--- config.mk ---
export PLATFORM = sky130hd
export DESIGN_NAME = cnt_reg_block
export DESIGN_NICKNAME = d
export VERILOG_FILES = /design/src/reg_bus_pkg.sv /design/src/cnt_regmap_pkg.sv /design/src/cnt_reg_block.sv /design/src/evt_counter.sv /design/src/reg_rdata_mux.sv /design/src/ro_reg.sv /design/src/rw_reg.sv /design/src/wo_reg.sv
export SDC_FILE = /design/constraint.sdc
export NUM_CORES = 1
export LEC_CHECK = 0
export ABC_CLOCK_PERIOD_IN_PS = 4000
export BUFFER_PORTS_ARGS = -buffer_cell sky130_fd_sc_hd__buf_4
export CAP_MARGIN = 25
export CORE_ASPECT_RATIO = 0.7
export CORE_MARGIN = 2
export CORE_UTILIZATION = 31
export DETAILED_ROUTE_END_ITERATION = 8
export MAX_ROUTING_LAYER = met4
export PLACE_DENSITY_LB_ADDON = 0.1
export SLEW_MARGIN = 20
export SYNTH_ARGS = -nofsm -noshare
export SYNTH_HDL_FRONTEND = slang
export SYNTH_SLANG_ARGS = --single-unit
--- constraint.sdc ---
create_clock -name i_clk -period 4 [get_ports i_clk]
set_input_delay 0.8 -clock i_clk [delete_from_list [all_inputs] [get_ports i_clk]]
set_output_delay 0.8 -clock i_clk [all_outputs]
set_load 0.05 [all_outputs]
--- src/reg_bus_pkg.sv ---
//======================================================================
// register bus package
// data and address widths, bus request struct, access mode struct
//======================================================================

package reg_bus_pkg;

    //==================================================================
    // widths
    //==================================================================

    // data width of every register
    localparam int DW = 8;
    // address width of the register bus
    localparam int AW = 8;

    //==================================================================
    // bus request
    //==================================================================

    // single-cycle strobes, no handshake
    // 18 bits: wen + ren + addr + wdata
    typedef struct packed {
        logic          wen;
        logic          ren;
        logic [AW-1:0] addr;
        logic [DW-1:0] wdata;
    } reg_req_t;

    //==================================================================
    // access mode
    //==================================================================

    // mode levels that gate every access
    // both low means no access is allowed at all
    typedef struct packed {
        logic test_mode;
        logic cfg_mode;
    } reg_mode_t;

endpackage
--- src/cnt_regmap_pkg.sv ---
//======================================================================
// event counter register map package
// register addresses, reset defaults, cmd bit positions, ctrl word
//======================================================================

package cnt_regmap_pkg;

    //==================================================================
    // register addresses
    //==================================================================

    localparam logic [reg_bus_pkg::AW-1:0] ADDR_CTRL    = 8'h00;
    localparam logic [reg_bus_pkg::AW-1:0] ADDR_CMD     = 8'h04;
    localparam logic [reg_bus_pkg::AW-1:0] ADDR_SNAP    = 8'h08;
    localparam logic [reg_bus_pkg::AW-1:0] ADDR_COUNT   = 8'h0C;
    localparam logic [reg_bus_pkg::AW-1:0] ADDR_SCRATCH = 8'h10;

    // number of cells feeding the read mux
    localparam int NUM_RD_WORDS = 5;

    //==================================================================
    // reset defaults
    //==================================================================

    // counter disabled after reset
    localparam logic [reg_bus_pkg::DW-1:0] CTRL_DEFAULT    = 8'h02;
    localparam logic [reg_bus_pkg::DW-1:0] SCRATCH_DEFAULT = 8'hA5;

    //==================================================================
    // cmd pulse bits
    //==================================================================

    // clear the count
    localparam int CMD_CLR_BIT  = 0;
    // copy count into snap
    localparam int CMD_SNAP_BIT = 1;

    //==================================================================
    // ctrl word
    //==================================================================

    // field view used by the counter
    typedef struct packed {
        logic       enable;
        logic [3:0] rsvd;
        logic [2:0] step;
    } ctrl_fields_t;

    // bus side sees raw, counter sees fields
    typedef union packed {
        logic [reg_bus_pkg::DW-1:0] raw;
        ctrl_fields_t               fields;
    } ctrl_word_u;

endpackage

--- src/cnt_reg_block.sv ---
//======================================================================
// event counter register block, top level
// register cells, read mux and counter wired together
//======================================================================

`timescale 1ns/1ns

module cnt_reg_block (
    input  logic                       i_clk,
    input  logic                       i_rst_n,
    input  reg_bus_pkg::reg_req_t      i_req,
    input  reg_bus_pkg::reg_mode_t     i_mode,
    input  logic                       i_event,
    output logic [reg_bus_pkg::DW-1:0] o_rdata,
    output logic                       o_rvalid,
    output logic [reg_bus_pkg::DW-1:0] o_count
);

    // per-cell read words
    logic [reg_bus_pkg::DW-1:0] rd_ctrl;
    logic [reg_bus_pkg::DW-1:0] rd_cmd;
    logic [reg_bus_pkg::DW-1:0] rd_snap;
    logic [reg_bus_pkg::DW-1:0] rd_count;
    logic [reg_bus_pkg::DW-1:0] rd_scratch;

    // register to counter
    cnt_regmap_pkg::ctrl_word_u ctrl_word;
    logic [reg_bus_pkg::DW-1:0] cmd_pulse;
    logic [reg_bus_pkg::DW-1:0] snap_val;

    //==================================================================
    // register cells
    //==================================================================

    // enable and step, both modes
    rw_reg #(
        .REG_ADDR    (cnt_regmap_pkg::ADDR_CTRL),
        .DEFAULT_VAL (cnt_regmap_pkg::CTRL_DEFAULT)
    ) u_ctrl (
        .i_clk      (i_clk),
        .i_rst_n    (i_rst_n),
        .i_req      (i_req),
        .i_mode     (i_mode),
        .o_rdata    (rd_ctrl),
        .o_reg_data (ctrl_word.raw)
    );

    // clear and snapshot pulses
    wo_reg #(
        .REG_ADDR (cnt_regmap_pkg::ADDR_CMD)
    ) u_cmd (
        .i_clk   (i_clk),
        .i_rst_n (i_rst_n),
        .i_req   (i_req),
        .i_mode  (i_mode),
        .o_rdata (rd_cmd),
        .o_pulse (cmd_pulse)
    );

    ro_reg #(
        .REG_ADDR (cnt_regmap_pkg::ADDR_SNAP)
    ) u_snap (
        .i_req     (i_req),
        .i_mode    (i_mode),
        .i_hw_data (snap_val),
        .o_rdata   (rd_snap)
    );

    ro_reg #(
        .REG_ADDR (cnt_regmap_pkg::ADDR_COUNT)
    ) u_count (
        .i_req     (i_req),
        .i_mode    (i_mode),
        .i_hw_data (o_count),
        .o_rdata   (rd_count)
    );

    // writable in test mode only, value drives nothing
    rw_reg #(
        .REG_ADDR            (cnt_regmap_pkg::ADDR_SCRATCH),
        .DEFAULT_VAL         (cnt_regmap_pkg::SCRATCH_DEFAULT),
        .SUPPORT_CFG_MODE_WR (1'b0)
    ) u_scratch (
        .i_clk      (i_clk),
        .i_rst_n    (i_rst_n),
        .i_req      (i_req),
        .i_mode     (i_mode),
        .o_rdata    (rd_scratch),
        .o_reg_data ()
    );

    //==================================================================
    // read path and counter
    //==================================================================

    reg_rdata_mux u_rdata_mux (
        .i_clk       (i_clk),
        .i_rst_n     (i_rst_n),
        .i_ren       (i_req.ren),
        .i_rdata_vec ({rd_ctrl, rd_cmd, rd_snap, rd_count, rd_scratch}),
        .o_rdata     (o_rdata),
        .o_rvalid    (o_rvalid)
    );

    evt_counter u_counter (
        .i_clk   (i_clk),
        .i_rst_n (i_rst_n),
        .i_ctrl  (ctrl_word),
        .i_cmd   (cmd_pulse),
        .i_event (i_event),
        .o_count (o_count),
        .o_snap  (snap_val)
    );

endmodule

--- src/evt_counter.sv ---
//======================================================================
// event counter
// enabled events add the step, cmd pulses clear and snapshot
//======================================================================

`timescale 1ns/1ns

module evt_counter (
    input  logic                       i_clk,
    input  logic                       i_rst_n,
    input  cnt_regmap_pkg::ctrl_word_u i_ctrl,
    input  logic [reg_bus_pkg::DW-1:0] i_cmd,
    input  logic                       i_event,
    output logic [reg_bus_pkg::DW-1:0] o_count,
    output logic [reg_bus_pkg::DW-1:0] o_snap
);

    logic                       clr;
    logic                       snap;
    logic                       inc;
    logic [reg_bus_pkg::DW-1:0] step;

    // cmd pulse decode
    assign clr  = i_cmd[cnt_regmap_pkg::CMD_CLR_BIT];
    assign snap = i_cmd[cnt_regmap_pkg::CMD_SNAP_BIT];

    // ctrl fields, step zero-extended to count width
    assign inc  = i_ctrl.fields.enable & i_event;
    assign step = {{(reg_bus_pkg::DW-3){1'b0}}, i_ctrl.fields.step};

    //==================================================================
    // count and snapshot
    //==================================================================

    // clear wins over increment, count wraps mod 256
    always_ff @(posedge i_clk or negedge i_rst_n) begin
        if (!i_rst_n) begin
            o_count <= '0;
        end else if (clr) begin
            o_count <= '0;
        end else if (inc) begin
            o_count <= o_count + step;
        end
    end

    // captures the count as it stands before this edge
    always_ff @(posedge i_clk or negedge i_rst_n) begin
        if (!i_rst_n) begin
            o_snap <= '0;
        end else if (snap) begin
            o_snap <= o_count;
        end
    end

endmodule

--- src/reg_rdata_mux.sv ---
//======================================================================
// read data combiner
// ors the cell read words, registers data and valid flag
//======================================================================

`timescale 1ns/1ns

module reg_rdata_mux (
    input  logic                                                   i_clk,
    input  logic                                                   i_rst_n,
    input  logic                                                   i_ren,
    input  logic [cnt_regmap_pkg::NUM_RD_WORDS*reg_bus_pkg::DW-1:0] i_rdata_vec,
    output logic [reg_bus_pkg::DW-1:0]                             o_rdata,
    output logic                                                   o_rvalid
);

    logic [reg_bus_pkg::DW-1:0] rdata_or;

    // at most one cell drives a non-zero word
    always_comb begin
        rdata_or = '0;
        for (int i = 0; i < cnt_regmap_pkg::NUM_RD_WORDS; i++) begin
            rdata_or |= i_rdata_vec[i*reg_bus_pkg::DW +: reg_bus_pkg::DW];
        end
    end

    // fixed one-cycle read latency
    // valid follows every strobe, hit or not
    always_ff @(posedge i_clk or negedge i_rst_n) begin
        if (!i_rst_n) begin
            o_rdata  <= '0;
            o_rvalid <= 1'b0;
        end else begin
            o_rdata  <= rdata_or;
            o_rvalid <= i_ren;
        end
    end

endmodule

--- src/ro_reg.sv ---
//======================================================================
// read-only register cell
// returns a hardware value on a permitted read hit
//======================================================================

`timescale 1ns/1ns

module ro_reg #(
    parameter logic [reg_bus_pkg::AW-1:0] REG_ADDR             = '0,
    parameter bit                         SUPPORT_TEST_MODE_RD = 1'b1,
    parameter bit                         SUPPORT_CFG_MODE_RD  = 1'b1
) (
    input  reg_bus_pkg::reg_req_t      i_req,
    input  reg_bus_pkg::reg_mode_t     i_mode,
    input  logic [reg_bus_pkg::DW-1:0] i_hw_data,
    output logic [reg_bus_pkg::DW-1:0] o_rdata
);

    logic hit;
    logic ren;

    // writes to this address fall through untouched
    assign hit = (i_req.addr == REG_ADDR);

    // read allowed if any active mode permits it
    assign ren = i_req.ren & hit &
                 ((i_mode.test_mode & SUPPORT_TEST_MODE_RD) |
                  (i_mode.cfg_mode  & SUPPORT_CFG_MODE_RD));

    // purely combinational, the mux registers the result
    assign o_rdata = ren ? i_hw_data : '0;

endmodule

--- src/rw_reg.sv ---
//======================================================================
// read/write register cell
// mode-gated write and readback, value from reset default
//======================================================================

`timescale 1ns/1ns

module rw_reg #(
    parameter logic [reg_bus_pkg::AW-1:0] REG_ADDR             = '0,
    parameter logic [reg_bus_pkg::DW-1:0] DEFAULT_VAL          = '0,
    parameter bit                         SUPPORT_TEST_MODE_WR = 1'b1,
    parameter bit                         SUPPORT_TEST_MODE_RD = 1'b1,
    parameter bit                         SUPPORT_CFG_MODE_WR  = 1'b1,
    parameter bit                         SUPPORT_CFG_MODE_RD  = 1'b1
) (
    input  logic                       i_clk,
    input  logic                       i_rst_n,
    input  reg_bus_pkg::reg_req_t      i_req,
    input  reg_bus_pkg::reg_mode_t     i_mode,
    output logic [reg_bus_pkg::DW-1:0] o_rdata,
    output logic [reg_bus_pkg::DW-1:0] o_reg_data
);

    logic hit;
    logic wen;
    logic ren;

    assign hit = (i_req.addr == REG_ADDR);
    // write and read permissions checked separately per mode
    assign wen = i_req.wen & hit &
                 ((i_mode.test_mode & SUPPORT_TEST_MODE_WR) |
                  (i_mode.cfg_mode  & SUPPORT_CFG_MODE_WR));
    assign ren = i_req.ren & hit &
                 ((i_mode.test_mode & SUPPORT_TEST_MODE_RD) |
                  (i_mode.cfg_mode  & SUPPORT_CFG_MODE_RD));

    // holds until a permitted write hit
    always_ff @(posedge i_clk or negedge i_rst_n) begin
        if (!i_rst_n) begin
            o_reg_data <= DEFAULT_VAL;
        end else if (wen) begin
            o_reg_data <= i_req.wdata;
        end
    end

    // zero unless this cell is being read
    assign o_rdata = ren ? o_reg_data : '0;

endmodule

--- src/wo_reg.sv ---
//======================================================================
// write-only register cell
// a permitted write becomes a one-cycle pulse word, reads return zero
//======================================================================

`timescale 1ns/1ns

module wo_reg #(
    parameter logic [reg_bus_pkg::AW-1:0] REG_ADDR             = '0,
    parameter bit                         SUPPORT_TEST_MODE_WR = 1'b1,
    parameter bit                         SUPPORT_CFG_MODE_WR  = 1'b1
) (
    input  logic                       i_clk,
    input  logic                       i_rst_n,
    input  reg_bus_pkg::reg_req_t      i_req,
    input  reg_bus_pkg::reg_mode_t     i_mode,
    output logic [reg_bus_pkg::DW-1:0] o_rdata,
    output logic [reg_bus_pkg::DW-1:0] o_pulse
);

    logic hit;
    logic wen;

    // address match
    assign hit = (i_req.addr == REG_ADDR);
    // write allowed if any active mode permits it
    assign wen = i_req.wen & hit &
                 ((i_mode.test_mode & SUPPORT_TEST_MODE_WR) |
                  (i_mode.cfg_mode  & SUPPORT_CFG_MODE_WR));

    // pulse word, self-clearing after one cycle
    always_ff @(posedge i_clk or negedge i_rst_n) begin
        if (!i_rst_n) begin
            o_pulse <= '0;
        end else begin
            o_pulse <= wen ? i_req.wdata : '0;
        end
    end

    // cannot be read back
    assign o_rdata = '0;

endmodule

# ---- Word level (Yosys, flattened, before mapping)
# Index checks and enable logic that the tools add are counted.
dict set report classes {
  n_addsub 1
  eq_ne 4
  muxes 7
  bitwise_logic 19
  reduce_logical 2
}
# op n
set op_table {}
lappend op_table {{two-way mux 8 bit} 6}
lappend op_table {{OR 8 bit} 3}
lappend op_table {{== test 8 x 4 -> 1 bit (second input constant)} 2}
lappend op_table {{AND 1 bit} 15}
lappend op_table {{adder 8 x 3 -> 8 bit} 1}
lappend op_table {{== test 8 x 3 -> 1 bit (second input constant)} 1}
lappend op_table {{== test 8 x 5 -> 1 bit (second input constant)} 1}
lappend op_table {{logical NOT 8 bit} 1}
lappend op_table {{two-way mux 2 bit} 1}
lappend op_table {{nonzero test 2 bit} 1}
lappend op_table {{OR 1 bit} 1}
dict set report totals {
  ff_bits 43
  word_cells 40
}

# ---- Longest topological paths before layout
# Gate-level depths: netlist of the first run.
dict set report logic_depth {
  depth_word 7
  mapped_depth 5
  ltp_nobuf 5
}

# ---- Cells and area by module
# Synthesis of the first run repeated with hierarchy kept, for this count alone.
dict set report hier_totals {
  hier_cells 226
  area_unflattened_um2 2606.2
}
# module n_inst cells_each area_each_um2 seq_area_each_um2
set by_module_without_submodules {}
lappend by_module_without_submodules {evt_counter 1 63 747.0 400.4}
lappend by_module_without_submodules {wo_reg 1 39 466.7 200.2}
lappend by_module_without_submodules {{rw_reg at u_ctrl} 1 28 429.2 201.4}
lappend by_module_without_submodules {{rw_reg at u_scratch} 1 30 400.4 205.2}
lappend by_module_without_submodules {reg_rdata_mux 1 33 325.3 225.2}
lappend by_module_without_submodules {{ro_reg at u_snap} 1 17 126.4 0.0}
lappend by_module_without_submodules {{ro_reg at u_count} 1 16 111.4 0.0}

# ---- Worst setup path before layout of the first run
# OpenSTA, ideal clock, no wires.
dict set report synth_timing {
  path_kind {input to register}
  start {input i_req[12] (netlist name)}
  end {register u_ctrl.o_reg_data[0] (netlist name)}
  t_arrival_ns 2.174
  setup_slack_ns 1.701
  path_stages 3
  n_path_buf 0
  cell_sequence {or4_4 > nor4_4 > mux2_2}
}
dict set report synth_between {
  elab_chain_cells 3
}
# item line_no
set synth_lines {}
lappend synth_lines {{start: declaration} cnt_reg_block.sv:11} ;# input reg_bus_pkg::reg_req_t i_req,
lappend synth_lines {{logical NOT 8 bit} rw_reg.sv:28} ;# assign hit = (i_req.addr == REG_ADDR);
lappend synth_lines {{AND 1 bit (2 in series)} rw_reg.sv:30} ;# assign wen = i_req.wen & hit &
lappend synth_lines {{end signal: assignment} rw_reg.sv:42} ;# o_reg_data <= i_req.wdata;
lappend synth_lines {{end: declaration} rw_reg.sv:21} ;# output logic [reg_bus_pkg::DW-1:0] o_reg_data
# Every way passes these cells.
# A chain may end at the register's enable or synchronous reset.

# ---- Final worst setup path of the first run
# Ends and elaborated chain as after synthesis.

==> metrics.csv, run 1 <==
stage,metric,value,unit
setup_path,Critical path buffers and inverters,1,
grt,total gr overflow,0,
clock_network,CTS sink cnt,43,
synth,"Cell Area, Synth",0.002007,mm²
clock_network,Post-CTS Hold Buffers,0,
setup_path,CP endpoint kind,register,
synth,synthesis warning total,0,
setup_path,Crit path depth,4,
setup_path,R2R Path End,u_counter.o_count[4],
grt,initial antenna violation count,0,
floorplanning,Die Y,71.32,µm
min_path,HP Class,input pin to asynchronous set/reset pin,
setup_path,"Max FO, Critical Path",8,
clock_network,Inserted Clock Buffers,5,
setup_path,slowest CP cell,nor4_4,
sta,worst hold slack,484.7,ps
grt,GR Util All Layers,0.1525,
final_layout,fraction of layout instances using a drive strength above 1,0.4573,
setup_path,Crit Path Category,input pin to register,
placement,Port Buf Inserts,39,
clock_network,"Clk Latency, worst-skew pair",290,ps
detailed_routing,DR vias/cell,5.184,
clock_network,Clock Pin Slew Worst Setup and Hold Paths,90,ps
pwr,Worst VDD drop,144.7,µV
sta,final setup vio count,0,
grt,largest net degree at the start of global routing,44,
sta,final hold vios,0,
setup_path,Worst path max stage delay,590,ps
detailed_routing,DR vias,1436,
clock_network,CTS H-tree depth,2,
synth,Syn Area/Cell,12.86,µm²
pwr,Power Dens Cells,333.9,mW/mm²
synth,number of synthesized register bits,43,
setup_path,CP endpoint,u_ctrl.o_reg_data[0],
placement,hpwl dp,3516,µm
sta,Slew @ Worst Pin,606.2,ps
status,outcome,completed,
setup_path,crit path from,i_req[12],
pwr,leak pwr,1.147,nW
setup_path,Reg2Reg Depth,5,
final_layout,Nets,225,
clock_network,CTS tree,done,
clock_network,post-CTS resize count,0,
sta,fin crit period,2282,ps
detailed_routing,wire length per cell,17.84,µm
setup_path,CP arrival,2460,ps
floorplanning,Starting Density,0.3213,
floorplanning,I/O Pins,40,
setup_path,worst r2r src,u_counter.o_count[0],
setup_path,"Largest delay share family, worst path",simple AND/OR/NAND/NOR gates,
clock_network,postcts setup bufs,0,
detailed_routing,Antenna Nets Post-Route,0,
setup_path,reg2reg setup slack,2180,ps
detailed_routing,Routed WL,4942,µm
grt,first-pass GRT wire length,8093,µm
sta,max frequency,438.3,MHz
floorplanning,die width,100.2,µm
sta,Setup TNS,0,ps
detailed_routing,Remaining DRCs,0,
final_layout,Area growth syn-to-layout,23.32,%
floorplanning,core box area,0.006246,mm²
sta,Rel. slew slack,0.5929,
placement,GP Congestion,0.8033,
sta,Final Slew Violations,0,
floorplanning,full die area,0.007144,mm²
sta,clk_skew,8.122,ps
final_layout,"Core Util, Final",0.3962,
clock_network,clock root cell,clkbuf_8,
sta,Final period util,0.5704,
synth,register area share after synthesis,0.5393,
detailed_routing,drt pass-1 iters,4,
job,max-cap violations,0,
detailed_routing,DR iter-0 viols,66,
synth,Yosys cell types,33,
setup_path,Worst setup SP type,input pin,
setup_path,crit-path cells,"buf_4, or4_4, nor4_4, mux2_2",
final_layout,post-layout instance area,0.002475,mm²
setup_path,CP Data Required Time,4180,ps
grt,vias in the first global route,1519,
sta,RSZ-0062 raised after global routing,false,
synth,syn_nets,183,
synth,post-synthesis cell count,156,
placement,Placed Instance Area,0.002390,mm²
pwr,total power,0.8263,mW
final_layout,antenna cells,0,
floorplanning,Rows,24,
clock_network,clock buffer depth,2,
## where the power goes
group          leakage [nW]  switching, mW  internal, mW  total, mW
sequential            0.578         0.0113         0.446      0.457
clock                0.0412          0.151         0.122      0.274
combinational         0.528         0.0564        0.0390     0.0954
## Yosys cell counts, drive strengths merged
library cell	count	area, µm²
a211oi	1	7.510
nor2b	4	25.02
ha	3	37.54
or3	2	12.51
o21a	1	7.510
fa	1	20.02
nand3b	1	7.510
nand2	4	15.01
or3b	1	8.760
xor2	1	8.760
o21ai	1	5.000
nor4	3	33.78
nand4	2	12.51
and4	1	8.760
dfstp	5	131.4
buf	1	3.750
clkbuf	5	18.77
a22oi	8	60.06
dfrtp	38	950.9
o31ai	1	7.510
o2bb2ai	8	70.07
nand2b	1	6.260
or4	2	18.77
nor4b	1	8.760
nor3	3	15.01
nand3	5	25.02
and2	2	12.51
nor4bb	1	10.01
mux2	35	394.1
nor2	5	18.77
a21oi	9	45.04
## sequential cells by signal, indices dropped and copies added (netlist names)
name,flops
u_ctrl.o_reg_data,8
u_counter.o_count,8
u_rdata_mux.o_rvalid,1
u_cmd.o_pulse,2
u_scratch.o_reg_data,8
u_counter.o_snap,8
u_rdata_mux.o_rdata,8
## worst min path at each step
stage / startpoint / endpoint / depth (start not counted)
floorplan: u_scratch.o_reg_data[1] / u_rdata_mux.o_rdata[1] / 1
global placement: u_scratch.o_reg_data[4] / u_rdata_mux.o_rdata[4] / 1
detailed placement: u_scratch.o_reg_data[3] / u_rdata_mux.o_rdata[3] / 1
CTS: u_scratch.o_reg_data[3] / u_rdata_mux.o_rdata[3] / 1
global route: u_scratch.o_reg_data[3] / u_rdata_mux.o_rdata[3] / 1
finish: i_rst_n / u_counter.o_count[5] / 1
## layout make-up
| cell class | instances | area [µm²] |
|---|---|---|
| fill | 608 | 3771 |
| sequential | 43 | 1082 |
| multi-input combinational | 107 | 902.1 |
| timing repair buffer | 41 | 307.8 |
| tap | 78 | 97.59 |
| clock buffer | 6 | 72.57 |
| clock inverter | 2 | 12.51 |
## kinds of logic after synthesis
kind of cell | synth area share
XOR/XNOR | 0.004365
adder cells (fa/ha/maj) | 0.02868
AND/OR/NAND/NOR | 0.1191
multiplexers | 0.1964
AO/OA/AOI/OAI | 0.1010
flip-flops | 0.5393
buffers and inverters | 0.01122
## stage by stage
stage	setup slack [ps]	cells
after global routing	1646	277
after global placement	1436	269
final	1718	277
after CTS	1717	277
after floorplan	1701	156
after detailed placement	1390	269
## routing by layer
| layer | up-vias | global-route usage | wire, µm |
|---|---|---|---|
| li1 | 671 | - | - |
| met3 | 6 | 0.04098 | 202 |
| met2 | 29 | 0.2230 | 2275 |
| met1 | 730 | 0.2127 | 2413 |
| met4 | 0 | 0.03501 | 50 |
| met5 | - | - | 0 |
## cells in the final DEF (no fill, tap or decap), drive strengths merged, types with 3 or more instances in the layout
cell type / count
dfstp: 5
o2bb2ai: 8
buf: 41
a21oi: 9
nor3: 3
clkbuf: 6
nand2: 4
nor2: 5
a22oi: 8
ha: 3
nor2b: 4
dfrtp: 38
nand3: 5
mux2: 35
nor4: 3
Note: power is estimated with default switching activity, not from simulation.
==> run 2: changes to the inputs <==
--- a/config.mk
+++ b/config.mk
@@ -5,7 +5,7 @@
 export SDC_FILE = /design/constraint.sdc
 export NUM_CORES = 1
 export LEC_CHECK = 0
-export ABC_CLOCK_PERIOD_IN_PS = 4000
+export ABC_CLOCK_PERIOD_IN_PS = 1850
 export BUFFER_PORTS_ARGS = -buffer_cell sky130_fd_sc_hd__buf_4
 export CAP_MARGIN = 25
 export CORE_ASPECT_RATIO = 0.7
==> constraint.sdc (replaced) <==
create_clock -name i_clk -period 1.85 [get_ports i_clk]
set_input_delay 0.37 -clock i_clk [delete_from_list [all_inputs] [get_ports i_clk]]
set_output_delay 0.37 -clock i_clk [all_outputs]
set_load 0.05 [all_outputs]
==> run 2 against run 1 <==
Worst hold slack got worse by 440 ps. Via count up 1.2%. Power up 120%. Register-to-register slack got worse by 2000 ps. Final cell count up 2.5%. Sequential share of layout area decreased by 1.1 points.
==> metrics.csv, run 2 (synthesis results as in run 1) <==
stage,metric,value,unit,change
status,outcome,completed,,unchanged
sta,final hold vios,0,,unchanged
final_layout,antenna cells,0,,unchanged
clock_network,"Clk Latency, worst-skew pair",300,ps,was 290 ps
final_layout,most frequent cells in the layout,"48 x buf_4, 38 x dfrtp_1, 35 x mux2_2",,"was 41 x buf_4, 38 x dfrtp_1, 35 x mux2_2"
setup_path,"Max FO, Critical Path",4,,was 8
placement,dpl ws,-97.00,ps,was 1390 ps
final_layout,# fillers,606,,was 608
clock_network,CTS tree,done,,unchanged
clock_network,clock buffer depth,2,,unchanged
placement,Post-Place Cells,276,,was 269
floorplanning,full die area,0.007144,mm²,unchanged
detailed_routing,Antenna Nets Post-Route,0,,unchanged
clock_network,CTS H-tree depth,2,,unchanged
detailed_routing,drt pass-1 iters,4,,unchanged
clock_network,Clock Pin Slew Worst Setup and Hold Paths,90,ps,about the same
setup_path,crit-path cells,"ha_1, fa_1, a21oi_1, or4_1, a21oi_1",,"was buf_4, or4_4, nor4_4, mux2_2"
sta,clk_skew,7.811,ps,was 8.122 ps
min_path,HP Class,input pin to asynchronous set/reset pin,,unchanged
sta,Setup TNS,0,ps,unchanged
clock_network,CTS sink cnt,43,,unchanged
clock_network,Post-CTS Hold Buffers,0,,unchanged
grt,largest net degree at the start of global routing,44,,unchanged
detailed_routing,DR iter-0 viols,54,,was 66
final_layout,Nets,232,,was 225
sta,Final Slew Violations,0,,unchanged
sta,max frequency,592.8,MHz,
clock_network,Inserted Clock Buffers,5,,unchanged
setup_path,slowest CP cell,dfrtp_1,,was nor4_4
detailed_routing,wire length per cell,16.98,µm,was 17.84 µm
floorplanning,Die Y,71.32,µm,unchanged
setup_path,CP arrival,1860,ps,was 2460 ps
setup_path,Worst setup SP type,register,,was input pin
grt,vias in the first global route,1546,,was 1519
sta,Rel. slew slack,0.6329,,was 0.5929
placement,GP Congestion,0.7992,,was 0.8033
detailed_routing,DR vias,1453,,was 1436
sta,Final Worst Setup Slack,163.0,ps,was 1718 ps
detailed_routing,DR vias/cell,5.116,,was 5.184
floorplanning,core box area,0.006246,mm²,unchanged
setup_path,CP endpoint kind,register,,unchanged
final_layout,"Core Util, Final",0.4061,,was 0.3962
sta,fin crit period,1687,ps,
detailed_routing,Routed WL,4822,µm,was 4942 µm
final_layout,fin cells,284,,was 277
setup_path,Critical path buffers and inverters,0,,was 1
sta,Slew @ Worst Pin,550.7,ps,was 606.2 ps
pwr,leak pwr,1.185,nW,was 1.147 nW
floorplanning,Starting Density,0.3213,,unchanged
placement,Port Buf Inserts,39,,unchanged
grt,initial antenna violation count,0,,unchanged
setup_path,Worst path max stage delay,410,ps,was 590 ps
grt,first-pass GRT wire length,7969,µm,was 8093 µm
pwr,total power,1.826,mW,was 0.8263 mW
clock_network,postcts setup bufs,0,,unchanged
clock_network,clock root cell,clkbuf_8,,unchanged
floorplanning,Rows,24,,unchanged
pwr,Worst VDD drop,339.8,µV,was 144.7 µV
pwr,Power Dens Cells,720.1,mW/mm²,was 333.9 mW/mm²
final_layout,fraction of layout instances using a drive strength above 1,0.4806,,was 0.4573
floorplanning,die width,100.2,µm,unchanged
sta,Final period util,0.9119,,
setup_path,Crit Path Category,register to register,,was input pin to register
floorplanning,I/O Pins,40,,unchanged
final_layout,Area growth syn-to-layout,26.37,%,was 23.32%
placement,hpwl dp,3610,µm,was 3516 µm
setup_path,crit-path most repeated cell,a21oi_1,,
grt,GR Util All Layers,0.1501,,was 0.1525
setup_path,CP Data Required Time,2030,ps,was 4180 ps
sta,RSZ-0062 raised after global routing,false,,unchanged
final_layout,"commonest non-fill, non-tap cell in the layout",buf_4,,unchanged
detailed_routing,Remaining DRCs,0,,unchanged
job,max-cap violations,0,,unchanged
sta,final setup vio count,0,,unchanged
grt,total gr overflow,0,,unchanged
setup_path,"Largest delay share family, worst path",adder cells,,was simple AND/OR/NAND/NOR gates
clock_network,post-CTS resize count,0,,unchanged
==> run 2: layout make-up <==
class | instances | area [µm²] | area share
Clock inverter | 3 | 25.02 | 0.009867
Timing Repair Buffer | 48 | 360.3 | 0.1421
Sequential cell | 43 | 1082 | 0.4267
Multi-Input combinational cell | 107 | 902.1 | 0.3557
Tap cell | 78 | 97.59 | 0.03848
Clock buffer | 5 | 68.82 | 0.02713
==> run 2: final timing paths <==
| kind | slack (ps) | cells past startpoint | start | to |
|---|---|---|---|---|
| max | 160 | 5 | u_ctrl.o_reg_data[0] | u_counter.o_count[6] |
| min | 50 | 1 | i_rst_n | u_counter.o_count[5] |
| max reg2reg | 160 | 5 | u_ctrl.o_reg_data[0] | u_counter.o_count[6] |
| min reg2reg | 500 | 1 | u_scratch.o_reg_data[4] | u_rdata_mux.o_rdata[4] |
| max in group asynchronous | 1410 | 1 | i_rst_n | u_scratch.o_reg_data[7] |
| min in group i_clk | 190 | 1 | i_req[16] | u_rdata_mux.o_rvalid |
==> run 2: routing by layer <==
metal / GRT usage / wire [µm] / vias to the layer above
met2: 0.2282 / 2265 / 24
met5: - / 0 / -
met3: 0.03707 / 165 / 7
met1: 0.2015 / 2334 / 731
met4: 0.04110 / 57 / 0
li1: - / - / 691
==> run 2: metrics by stage <==
stage,hold slack [ps],instance area (µm²)
final,45.98,2536
after global routing,88.40,2536
after CTS,71.43,2536
after detailed placement,410.4,2442
after global placement,390.7,2442
after floorplan,74.41,2007
==> run 2: report_power, final <==
part | internal (mW) | total, mW | switching [mW]
sequential | 0.964 | 0.980 | 0.0157
combinational | 0.0980 | 0.231 | 0.133
clock | 0.270 | 0.616 | 0.346
==> run 3: changes to the inputs <==
--- a/config.mk
+++ b/config.mk
@@ -17,4 +17,5 @@
 export SLEW_MARGIN = 20
 export SYNTH_ARGS = -nofsm -noshare
 export SYNTH_HDL_FRONTEND = slang
+export SYNTH_HIERARCHICAL = 1
 export SYNTH_SLANG_ARGS = --single-unit
==> run 3 against run 2 <==
Via count increased by 18%. Area after synthesis grew 17%. Non-clock buffer count increased by 5. Maximum frequency decreased by 1.7%. Register-to-register slack got worse by 30 ps. Global-route usage rose by 0.26 points. Final area up 15%. Die area is 16% higher. Highest routed layer unchanged.
==> metrics.csv, run 3 <==
stage,metric,value,unit,change
sta,Final Slew Violations,0,,unchanged
sta,RSZ-0062 raised after global routing,false,,unchanged
pwr,leak pwr,1.345,nW,was 1.185 nW
grt,GR Util All Layers,0.1526,,was 0.1501
job,max-cap violations,0,,unchanged
setup_path,Worst path max stage delay,500,ps,was 410 ps
setup_path,"Max FO, Critical Path",6,,was 4
placement,hpwl dp,4061,µm,was 3610 µm
floorplanning,Die Y,76.75,µm,was 71.32 µm
sta,final setup vio count,0,,unchanged
floorplanning,core box area,0.007320,mm²,was 0.006246 mm²
final_layout,"commonest non-fill, non-tap cell in the layout",buf_4,,unchanged
placement,GP Congestion,0.7626,,was 0.7992
status,outcome,completed,,unchanged
grt,total gr overflow,0,,unchanged
clock_network,"Clk Latency, worst-skew pair",300,ps,about the same
grt,vias in the first global route,1708,,was 1546
min_path,HP Class,input pin to asynchronous set/reset pin,,unchanged
detailed_routing,Antenna Nets Post-Route,0,,unchanged
final_layout,Nets,290,,was 232
pwr,Worst VDD drop,298.4,µV,was 339.8 µV
setup_path,CP endpoint kind,register,,unchanged
detailed_routing,DR vias,1709,,was 1453
sta,Rel. slew slack,0.6189,,was 0.6329
detailed_routing,drt pass-1 iters,4,,unchanged
clock_network,clock root cell,clkbuf_8,,unchanged
detailed_routing,Routed WL,5686,µm,was 4822 µm
clock_network,postcts setup bufs,0,,unchanged
clock_network,CTS tree,done,,unchanged
detailed_routing,DR vias/cell,4.721,,was 5.116
sta,worst hold slack,66.99,ps,was 45.98 ps
sta,Slew @ Worst Pin,571.6,ps,was 550.7 ps
grt,first-pass GRT wire length,9356,µm,was 7969 µm
floorplanning,Rows,26,,was 24
clock_network,CTS H-tree depth,2,,unchanged
clock_network,Inserted Clock Buffers,5,,unchanged
clock_network,CTS sink cnt,43,,unchanged
sta,max frequency,582.5,MHz,was 592.8 MHz
final_layout,Area growth syn-to-layout,24.13,%,was 26.37%
setup_path,CP Data Required Time,2080,ps,was 2030 ps
clock_network,Post-CTS Hold Buffers,0,,unchanged
placement,Port Buf Inserts,39,,unchanged
synth,synthesis warning total,6,,was 0
floorplanning,I/O Pins,40,,unchanged
sta,fin crit period,1717,ps,was 1687 ps
grt,initial antenna violation count,0,,unchanged
synth,post-synthesis cell count,208,,was 156
final_layout,fin cells,362,,was 284
sta,Final period util,0.9279,,was 0.9119
pwr,total power,1.955,mW,was 1.826 mW
detailed_routing,wire length per cell,15.71,µm,was 16.98 µm
sta,final hold vios,0,,unchanged
synth,Syn Area/Cell,11.27,µm²,was 12.86 µm²
setup_path,crit-path cells,"ha_1, a211oi_1, buf_4, or4_1, a21oi_1",,"was ha_1, fa_1, a21oi_1, or4_1, a21oi_1"
detailed_routing,DR iter-0 viols,73,,was 54
floorplanning,full die area,0.008282,mm²,was 0.007144 mm²
floorplanning,die width,107.9,µm,was 100.2 µm
final_layout,most frequent cells in the layout,"52 x buf_4, 36 x dfrtp_1, 27 x and2_1",,"was 48 x buf_4, 38 x dfrtp_1, 35 x mux2_2"
grt,largest net degree at the start of global routing,44,,unchanged
setup_path,slowest CP cell,or4_1,,was dfrtp_1
sta,clk_skew,12.06,ps,was 7.811 ps
final_layout,antenna cells,0,,unchanged
setup_path,CP arrival,1940,ps,was 1860 ps
clock_network,clock buffer depth,2,,unchanged
clock_network,Clock Pin Slew Worst Setup and Hold Paths,90,ps,about the same
floorplanning,Starting Density,0.3202,,was 0.3213
setup_path,Worst setup SP type,register,,unchanged
synth,"Cell Area, Synth",0.002343,mm²,was 0.002007 mm²
clock_network,post-CTS resize count,0,,unchanged
final_layout,fraction of layout instances using a drive strength above 1,0.4015,,was 0.4806
final_layout,# fillers,755,,was 606
placement,Post-Place Cells,354,,was 276
setup_path,Crit Path Category,register to register,,unchanged
detailed_routing,Remaining DRCs,0,,unchanged
pwr,Power Dens Cells,671.9,mW/mm²,was 720.1 mW/mm²
==> run 3: final timing paths <==
path | from | cells past startpoint | slack, ps | to
worst max-delay path | u_counter/o_count[1] | 5 | 130 | u_counter/o_count[7]
worst min-delay path | i_rst_n | 1 | 70 | u_rdata_mux/o_rdata[0]
worst max register to register | u_counter/o_count[1] | 5 | 130 | u_counter/o_count[7]
worst min register to register | u_ctrl/o_reg_data[4] | 1 | 500 | u_ctrl/o_reg_data[4]
max in group asynchronous | i_rst_n | 1 | 1380 | u_counter/o_count[0]
min in group i_clk | i_req[16] | 1 | 250 | u_rdata_mux/o_rvalid
==> run 3: power by group <==
part           leakage (nW)  internal [mW]  switching [mW]
clock                0.0516          0.306           0.348
combinational         0.738          0.122           0.189
sequential            0.556          0.973          0.0173
==> run 3: layer usage <==
layer / wire length [µm] / track usage / part of all wire / vias up
met5: 0 / - / 0 / -
met4: 45 / 0.04231 / 0.0079 / 0
met3: 278 / 0.03656 / 0.049 / 4
met2: 2271 / 0.2031 / 0.40 / 34
met1: 3091 / 0.2276 / 0.54 / 827
li1: - / - / - / 844
==> run 3: worst max-delay path, delay by kind of cell, from the launching register on <==
kind | cells | cell delay (ps)
AND/OR/NAND/NOR | 1 | 500
buffers and inverters | 1 | 160
AO/OA/AOI/OAI | 2 | 240
flip-flops | 1 | 460
adder cells (fa/ha/maj) | 1 | 290
==> run 3: through the flow <==
| step | area [µm²] | setup WS (ps) | setup TNS, ps | utilization |
|---|---|---|---|---|
| after CTS | 2908 | 109.2 | 0 | 0.3973 |
| final | 2909 | 133.4 | 0 | 0.3974 |
| after detailed placement | 2811 | -40.60 | -163.9 | 0.3841 |
| after global placement | 2811 | -27.02 | -106.1 | 0.3841 |
| after floorplan | 2371 | 51.33 | 0 | - |
| after global routing | 2909 | 15.60 | 0 | 0.3974 |
==> run 3: final cells by class <==
class,instances,area (µm²),share of cell area
Clock buffer,6,82.58,0.02839
Multi-Input combinational cell,160,1195,0.4108
Sequential cell,43,1085,0.3729
Clock inverter,2,13.76,0.004731
Timing Repair Buffer,53,410.4,0.1411
Tap cell,98,122.6,0.04215
